$ cat config.mk
export PLATFORM = sky130hd
export DESIGN_NAME = mipsTop
export DESIGN_NICKNAME = d
export VERILOG_FILES = /design/src/mipsPkg.sv /design/src/pcUnit.sv /design/src/controlUnit.sv /design/src/aluDecoder.sv /design/src/alu.sv /design/src/regFile.sv /design/src/mipsTop.sv
export VERILOG_INCLUDE_DIRS = /design/src /design/src/include
export SDC_FILE = /design/constraint.sdc
export NUM_CORES = 2
export LEC_CHECK = 0
export BUFFER_PORTS_ARGS = -buffer_cell sky130_fd_sc_hd__buf_2
export CAP_MARGIN = 20
export CORE_ASPECT_RATIO = 0.75
export CORE_MARGIN = 2
export CORE_UTILIZATION = 47
export DETAILED_ROUTE_END_ITERATION = 8
export GPL_TIMING_DRIVEN = 1
export PLACE_DENSITY = 0.75
export RECOVER_POWER = 50
export SLEW_MARGIN = 20
export SYNTH_ARGS = -nofsm -noshare
export SYNTH_HDL_FRONTEND = slang
export SYNTH_SLANG_ARGS = --single-unit
export TNS_END_PERCENT = 10
$ cat constraint.sdc
create_clock -name clk -period 10.34 [get_ports clk]
set_input_delay 1.551 -clock clk [delete_from_list [all_inputs] [get_ports clk]]
set_output_delay 1.551 -clock clk [all_outputs]
set_load 0.005 [all_outputs]
$ cat src/include/mips_params.svh
`ifndef MIPS_PARAMS_SVH
`define MIPS_PARAMS_SVH

// ==============================
// core widths
// ==============================

// datapath and instruction width
`define DATA_W 32
// register index, 32 architectural registers
`define REG_ADDR_W 5
// data memory word address, 128 words
`define MEM_ADDR_W 7

// ==============================
// fixed values
// ==============================

// first fetch after reset
`define RESET_PC 32'h0000_0000
// jal writes its return address here
`define LINK_REG 5'd31

`endif

$ cat src/mipsPkg.sv
package mipsPkg;

  // ==============================
  // instruction encodings
  // ==============================

  // primary opcode, inst[31:26]
  typedef enum logic [5:0] {
    opRtype = 6'h00,
    opJ     = 6'h02,
    opJal   = 6'h03,
    opBeq   = 6'h04,
    opLw    = 6'h23,
    opSw    = 6'h2B
  } opcodeE;

  // R-type function field, inst[5:0]
  typedef enum logic [5:0] {
    fnJr  = 6'h08,
    fnAdd = 6'h20,
    fnSub = 6'h22,
    fnAnd = 6'h24,
    fnOr  = 6'h25,
    fnSlt = 6'h2A
  } functE;

  // ==============================
  // ALU control
  // ==============================

  // operation class from the main decoder
  typedef enum logic [1:0] {
    aluOpAdd   = 2'b00,
    aluOpSub   = 2'b01,
    aluOpFunct = 2'b10
  } aluOpE;

  // ALU operation select, classic MIPS codes
  typedef enum logic [3:0] {
    aluAnd = 4'b0000,
    aluOr  = 4'b0001,
    aluAdd = 4'b0010,
    aluSub = 4'b0110,
    aluSlt = 4'b0111,
    aluNop = 4'b1111
  } aluCtrlE;

endpackage

$ cat src/pcUnit.sv
`timescale 1ns/1ps
`include "mips_params.svh"

module pcUnit (
  input  logic               clk,
  input  logic               rst,
  input  logic               jump,
  input  logic               jumpReg,
  input  logic               branch,
  input  logic               aluZero,
  input  logic [25:0]        jumpTarget,
  input  logic [`DATA_W-1:0] branchOffset,
  input  logic [`DATA_W-1:0] regTarget,
  output logic [`DATA_W-1:0] pc,
  output logic [`DATA_W-1:0] pcPlus8
);

  logic [`DATA_W-1:0] pcPlus4;
  logic [`DATA_W-1:0] nextPc;

  // sequential successors
  assign pcPlus4 = pc + `DATA_W'd4;
  // jal return address, no delay slot
  assign pcPlus8 = pc + `DATA_W'd8;

  // ==============================
  // next pc select
  // ==============================

  always_comb begin
    // jr has top priority
    if (jumpReg) begin
      nextPc = regTarget;
    end else if (jump) begin
      // pseudo-direct, keep the region bits of pc+4
      nextPc = {pcPlus4[`DATA_W-1:28], jumpTarget, 2'b00};
    end else if (branch && aluZero) begin
      // offset arrives already word-shifted
      nextPc = pcPlus4 + branchOffset;
    end else begin
      nextPc = pcPlus4;
    end
  end

  // pc register
  always_ff @(posedge clk or negedge rst) begin
    if (!rst) begin
      pc <= `RESET_PC;
    end else begin
      pc <= nextPc;
    end
  end

endmodule

$ cat src/controlUnit.sv
`timescale 1ns/1ps

module controlUnit
  import mipsPkg::*;
(
  input  opcodeE opcode,
  input  functE  funct,
  output logic   regDst,
  output logic   aluSrc,
  output logic   memToReg,
  output logic   regWrite,
  output logic   memRead,
  output logic   memWrite,
  output logic   jump,
  output logic   jumpReg,
  output logic   link,
  output logic   branch,
  output aluOpE  aluOp
);

  // ==============================
  // main decoder
  // ==============================

  always_comb begin
    // defaults give a no-op
    regDst   = 1'b0;
    aluSrc   = 1'b0;
    memToReg = 1'b0;
    regWrite = 1'b0;
    memRead  = 1'b0;
    memWrite = 1'b0;
    jump     = 1'b0;
    jumpReg  = 1'b0;
    link     = 1'b0;
    branch   = 1'b0;
    aluOp    = aluOpAdd;
    case (opcode)
      opRtype: begin
        // funct picks between alu ops, jr and no-op
        case (funct)
          fnAdd, fnSub, fnAnd, fnOr, fnSlt: begin
            regDst   = 1'b1;
            regWrite = 1'b1;
            aluOp    = aluOpFunct;
          end
          fnJr: jumpReg = 1'b1;
          // unknown funct stays a no-op
          default: ;
        endcase
      end
      opLw: begin
        // base plus offset, data from memory
        aluSrc   = 1'b1;
        memToReg = 1'b1;
        regWrite = 1'b1;
        memRead  = 1'b1;
      end
      opSw: begin
        aluSrc   = 1'b1;
        memWrite = 1'b1;
      end
      opBeq: begin
        // compare by subtraction, zero flag decides
        branch = 1'b1;
        aluOp  = aluOpSub;
      end
      opJ: jump = 1'b1;
      opJal: begin
        // write pc+8 to the link register
        jump     = 1'b1;
        link     = 1'b1;
        regWrite = 1'b1;
      end
      default: ;
    endcase
  end

endmodule

$ cat src/aluDecoder.sv
`timescale 1ns/1ps

module aluDecoder
  import mipsPkg::*;
(
  input  aluOpE   aluOp,
  input  functE   funct,
  output aluCtrlE aluCtrl
);

  // ==============================
  // alu control decode
  // ==============================

  always_comb begin
    case (aluOp)
      // lw and sw address calc
      aluOpAdd: aluCtrl = aluAdd;
      // beq compare
      aluOpSub: aluCtrl = aluSub;
      aluOpFunct: begin
        // R-type, operation from funct
        case (funct)
          fnAdd:   aluCtrl = aluAdd;
          fnSub:   aluCtrl = aluSub;
          fnAnd:   aluCtrl = aluAnd;
          fnOr:    aluCtrl = aluOr;
          fnSlt:   aluCtrl = aluSlt;
          // jr and unknown functs
          default: aluCtrl = aluNop;
        endcase
      end
      default: aluCtrl = aluNop;
    endcase
  end

endmodule

$ cat src/alu.sv
`timescale 1ns/1ps
`include "mips_params.svh"

module alu
  import mipsPkg::*;
(
  input  logic [`DATA_W-1:0] a,
  input  logic [`DATA_W-1:0] b,
  input  aluCtrlE            aluCtrl,
  output logic [`DATA_W-1:0] result,
  output logic               zero
);

  logic lessThan;

  // signed compare for slt
  assign lessThan = $signed(a) < $signed(b);

  // ==============================
  // operation select
  // ==============================

  always_comb begin
    case (aluCtrl)
      aluAdd: result = a + b;
      aluSub: result = a - b;
      aluAnd: result = a & b;
      aluOr:  result = a | b;
      // 1 or 0, zero-extended
      aluSlt: result = {{(`DATA_W-1){1'b0}}, lessThan};
      // nop and unused codes
      default: result = '0;
    endcase
  end

  // flag on the result alone
  // beq only looks at it after a subtract
  assign zero = (result == '0);

endmodule

$ cat src/regFile.sv
`timescale 1ns/1ps
`include "mips_params.svh"

module regFile (
  input  logic                  clk,
  input  logic                  rst,
  input  logic                  writeEn,
  input  logic [`REG_ADDR_W-1:0] readAddr1,
  input  logic [`REG_ADDR_W-1:0] readAddr2,
  input  logic [`REG_ADDR_W-1:0] writeAddr,
  input  logic [`DATA_W-1:0]     writeData,
  output logic [`DATA_W-1:0]     readData1,
  output logic [`DATA_W-1:0]     readData2
);

  localparam int NumRegs = 1 << `REG_ADDR_W;

  // r1 to r31, r0 has no storage
  logic [`DATA_W-1:0] regs [1:NumRegs-1];

  // ==============================
  // write port
  // ==============================

  always_ff @(posedge clk or negedge rst) begin
    if (!rst) begin
      for (int i = 1; i < NumRegs; i++) begin
        regs[i] <= '0;
      end
    end else if (writeEn && (writeAddr != '0)) begin
      // writes to r0 dropped here
      regs[writeAddr] <= writeData;
    end
  end

  // ==============================
  // read ports
  // ==============================

  // combinational, r0 reads as zero
  assign readData1 = (readAddr1 == '0) ? '0 : regs[readAddr1];
  assign readData2 = (readAddr2 == '0) ? '0 : regs[readAddr2];

endmodule

$ cat src/mipsTop.sv
`timescale 1ns/1ps
`include "mips_params.svh"

module mipsTop
  import mipsPkg::*;
(
  input  logic                   clk,
  input  logic                   rst,
  input  logic [`DATA_W-1:0]     inst,
  input  logic [`DATA_W-1:0]     memRdata,
  output logic [`DATA_W-1:0]     instAddr,
  output logic                   memCen,
  output logic                   memWen,
  output logic                   memOen,
  output logic [`MEM_ADDR_W-1:0] memAddr,
  output logic [`DATA_W-1:0]     memWdata,
  output logic                   rfWriteEn,
  output logic [`REG_ADDR_W-1:0] rfWriteAddr,
  output logic [`DATA_W-1:0]     rfWriteData
);

  opcodeE                 opcode;
  functE                  funct;
  logic [`REG_ADDR_W-1:0] rs, rt, rd;
  logic [15:0]            imm16;
  logic [`DATA_W-1:0]     signExt, branchOffset;
  logic                   regDst, aluSrc, memToReg, regWrite, memRead, memWrite;
  logic                   jump, jumpReg, link, branch;
  aluOpE                  aluOp;
  aluCtrlE                aluCtrl;
  logic [`DATA_W-1:0]     pc, pcPlus8, readData1, readData2, aluB, aluResult;
  logic                   aluZero;

  // ==============================
  // instruction fields
  // ==============================

  assign opcode = opcodeE'(inst[31:26]);
  assign funct  = functE'(inst[5:0]);
  assign rs     = inst[25:21];
  assign rt     = inst[20:16];
  assign rd     = inst[15:11];
  assign imm16  = inst[15:0];

  // sign extend, then word offset for beq
  assign signExt      = {{(`DATA_W-16){imm16[15]}}, imm16};
  assign branchOffset = {signExt[`DATA_W-3:0], 2'b00};

  pcUnit i_pcUnit (
    .clk(clk), .rst(rst), .jump(jump), .jumpReg(jumpReg), .branch(branch),
    .aluZero(aluZero), .jumpTarget(inst[25:0]), .branchOffset(branchOffset),
    .regTarget(readData1), .pc(pc), .pcPlus8(pcPlus8)
  );

  controlUnit i_controlUnit (
    .opcode(opcode), .funct(funct), .regDst(regDst), .aluSrc(aluSrc),
    .memToReg(memToReg), .regWrite(regWrite), .memRead(memRead),
    .memWrite(memWrite), .jump(jump), .jumpReg(jumpReg), .link(link),
    .branch(branch), .aluOp(aluOp)
  );

  aluDecoder i_aluDecoder (.aluOp(aluOp), .funct(funct), .aluCtrl(aluCtrl));

  // offset for lw/sw, rt otherwise
  assign aluB = aluSrc ? signExt : readData2;

  alu i_alu (
    .a(readData1), .b(aluB), .aluCtrl(aluCtrl), .result(aluResult), .zero(aluZero)
  );

  regFile i_regFile (
    .clk(clk), .rst(rst), .writeEn(rfWriteEn), .readAddr1(rs), .readAddr2(rt),
    .writeAddr(rfWriteAddr), .writeData(rfWriteData),
    .readData1(readData1), .readData2(readData2)
  );

  // ==============================
  // write back and memory port
  // ==============================

  // destination: r31 for jal, rd for R-type, rt for lw
  assign rfWriteAddr = link ? `LINK_REG : (regDst ? rd : rt);
  // data: return address, load data or alu
  assign rfWriteData = link ? pcPlus8 : (memToReg ? memRdata : aluResult);
  // no commit while in reset
  assign rfWriteEn   = rst && regWrite;

  assign instAddr = pc;

  // active-low strobes, held off in reset
  assign memCen   = !(rst && (memRead || memWrite));
  assign memWen   = !(rst && memWrite);
  assign memOen   = !(rst && memRead);
  // byte address to word address
  assign memAddr  = aluResult[`MEM_ADDR_W+1:2];
  assign memWdata = readData2;

endmodule

==> results.tsv <==
stage	metric	value	unit
timing	skew final	0.0625	ns
timing	Slew headroom	-1.77	
synthesis	post-synthesis net count	6252	
final_layout	multi-input logic area	0.0338	sq mm
timing	Worst Tran Pin Value	4.15	ns
timing	Final Hold Vio Count	0	
timing	fin crit share	0.958	
critical_path	Startpoint Class	input port	
final_layout	most common cell after layout, fill and taps aside	nand2_1	
final_layout	Fill cells	11200	
synthesis	Netlist Area Pre-Place	0.0617	sq mm
clocking	number of buffers created by CTS	102	
critical_path	worst path required time	8.79	ns
clocking	CTS max path bufs	3	
synthesis	top cell type's share of synthesized area	0.415	
synthesis	Post-synth EDFFs	0	
critical_path	start point of the critical path	inst[16]	
global_route	first-pass GRT wire length	332000	um
synthesis	asr flop ratio synth	1.00	
run	Max Cap Viol	10	
die	Die ar.	0.134	sq mm
clocking	CTS tree	built	
critical_path	CP max-delay cell	mux4_2	
drt	Routed WL	222000	um
final_layout	Layout area overhead	10.3	%
clocking	hold_buf cts	0	
final_layout	most frequent cells in the layout	nand2_1, o21ai_0, dfrtp_1	
drt	DRT iter0 DRCs	7322	
critical_path	CP arrival	8.36	ns
power	Pleak	0.0298	uW
synthesis	post-synthesis cell count	6053	
global_route	largest net degree at the start of global routing	171	
drt	DRC errors left	0	
critical_path	WP buf/inv	5	
die	row count	115	
final_layout	layout cell share with drive strength beyond 1	0.202	
clocking	CTS clock-pin slew for the worst setup and hold paths	0.06	ns
final_layout	register area	0.0256	sq mm
timing	Fin Setup TNS	0	ns
outcome	failing checks	max-capacitance violations, max-slew violations	
drt	Routed Antenna Nets	0	
clocking	Root Buffer	clkbuf_16	
timing	fin crit period	9.91	ns
global_route	initial antenna violation count	6	
die	Core Area	0.131	sq mm
clocking	Clock Latency Late Sink	0.76	ns
global_route	Overflow after GRT	0	
placement	gpl congestion	0.968	
critical_path	Crit Path Max Fanout	53	
timing	fmax	101	MHz
synthesis	yosys warns	0	
critical_path	start of the worst register-to-register path	i_regFile.regs[130]	
synthesis	Mean Syn Cell Area	10.2	sq um
power	PnR Total Power	9610	uW
power	PwrDens	141	mW/mm^2
critical_path	crit path cell chain	buf_12 > buf_12 > mux4_2 > mux4_2 > mux2_2 > and2_1 > a21oi_1 > ha_1 > nor3_1 > buf_4 > nand3_1 > or3_1 > o32a_1 > o21a_1 > a211oi_1 > a21oi_1 > o21ai_0 > a22o_1 > o311ai_0 > a32oi_1 > o21ai_1 > a21oi_2 > inv_1 > buf_2	
min_path	Hold Path Origin	i_regFile.regs[33]	
min_path	Worst Hold Class	reg2reg	
power	Peak VDD IR	0.130	mV
timing	unrepaired setup endpoints after global routing	no	
die	die height	318	um
drt	DR pass1 iterations	9	
outcome	status	complete, but fails checks	
die	die span in x	423	um
final_layout	fin nets	6174	
drt	vias	51500	
clocking	CTS Sinks	1024	
global_route	Tot GR Track Use	0.328	
synthesis	largest area contributor in the netlist	dfrtp_1	
placement	post-DP HPWL	142000	um
synthesis	prevailing post-synth register cell	dfrtp_1	
clocking	H-tree levels	3	
placement	IO buf count	177	
drt	DR vias/cell	6.59	
critical_path	CP Class	in2out	
drt	wire per inst	28.4	um
timing	fin. max-slew vios	853	
critical_path	Worst path top cell family by delay	compound AO/OA/AOI/OAI gates	
synthesis	Synth area leaders	dfrtp_1, mux4_2, o21ai_0	
critical_path	max incr delay on CP	0.57	ns
synthesis	sequential area share after synthesis	0.415	
die	I/O pin cnt	178	
die	initial core utilization	0.472	
synthesis	register bit total from synthesis	1024	
critical_path	CP endpoint kind	output pin	
synthesis	Yosys cell types	89	
timing	final-report setup violation count	0	
global_route	vias in the first global route	50200	
power breakdown:
group / switching (uW) / leakage [uW] / internal (uW)
logic: 924 / 0.0138 / 516
registers: 99.4 / 0.0142 / 4060
clock network: 1750 / 0.00176 / 2260
total: 2770 / 0.0298 / 6840
registers in the layout (all words and copies together), names as in the netlist:
register,cells
i_regFile.regs,992
i_pcUnit.pc,32
layout make-up:
class                           instances  share of cell area
Multi-Input combinational cell       4337               0.496
Inverter                              160             0.00884
Clock inverter                         45             0.00928
Antenna cell                            4            0.000147
Tap cell                             1755              0.0322
Timing Repair Buffer                  350              0.0340
Sequential cell                      1024               0.376
Clock buffer                          146              0.0433
path summary, 6_finish.rpt:
kind	end	slack, ns	cells after the start
hold / removal	i_regFile.regs[33]	0.50	2
min in group asynchronous	i_regFile.regs[37]	1.39	1
hold reg to reg	i_regFile.regs[33]	0.50	2
max in group asynchronous	i_regFile.regs[562]	1.48	4
setup reg to reg	i_pcUnit.pc[22]	2.47	21
setup / recovery	rfWriteData[30]	0.43	24
metrics by stage:
step / cells / instance area (sq um) / util / setup slack, ns / hold WS, ns
after floorplan: 6053 / 61700 / - / 0.359 / 0.457
after global placement: 7623 / 64600 / 0.494 / 0.481 / 0.473
after detailed placement: 7623 / 64600 / 0.494 / 0.462 / 0.484
after CTS: 7814 / 68100 / 0.521 / 0.434 / 0.500
after global routing: 7817 / 68100 / 0.521 / 0.109 / 0.518
final: 7821 / 68100 / 0.521 / 0.434 / 0.495
what timing repair did:
action	4_1_cts	5_1_grt
gates resized for setup	0	1
setup buffers	0	0
endpoints found under the hold margin	0	0
endpoints found under the setup margin	0	3
cells in the mapped netlist (all sizes together) (48+ instances only):
cell type and count:
nor2 219, mux2 111, dfrtp 1024, clkbuf 439, mux4 514, mux2i 151
nand2 1169, a21oi 175, o22ai 57, ha 130, nand3 48, o21ai 1074
xnor2 58, inv 160, buf 93, a22o 61
logic make-up after synthesis:
| group | count (synthesis) | share of synthesized area |
|---|---|---|
| XOR/XNOR | 85 | 0.0121 |
| AND/OR/NAND/NOR | 1687 | 0.114 |
| multiplexers | 776 | 0.232 |
| flip-flops | 1024 | 0.415 |
| adder cells (fa/ha/maj) | 133 | 0.0273 |
| AO/OA/AOI/OAI | 1656 | 0.155 |
| buffers and inverters | 692 | 0.0442 |
metal layers:
layer | vias to the layer above | routed length (um) | track usage
li1 | 21800 | - | -
met1 | 25800 | 86000 | 0.455
met2 | 3324 | 92700 | 0.459
met3 | 608 | 34000 | 0.138
met4 | 8 | 9040 | 0.121
met5 | - | 58 | 0
worst register-to-register path, cell delays in order (launching register included):
cell and delay (ns):
dfrtp_1 0.40, mux4_2 0.48, mux4_2 0.51, mux2_1 0.49, and2_1 0.25, a21oi_1 0.23
ha_1 0.33, inv_1 0.12, a211oi_1 0.10, o21a_1 0.23, or4_1 0.57, a311o_1 0.39
o221a_2 0.33, a2111oi_0 0.67, o31a_1 0.22, o211ai_1 0.12, a22o_1 0.30, or4b_2 0.73
nor3b_4 0.42, buf_4 0.32, mux2_2 0.42, o22ai_1 0.15
(Power assumes the default switching activity.)
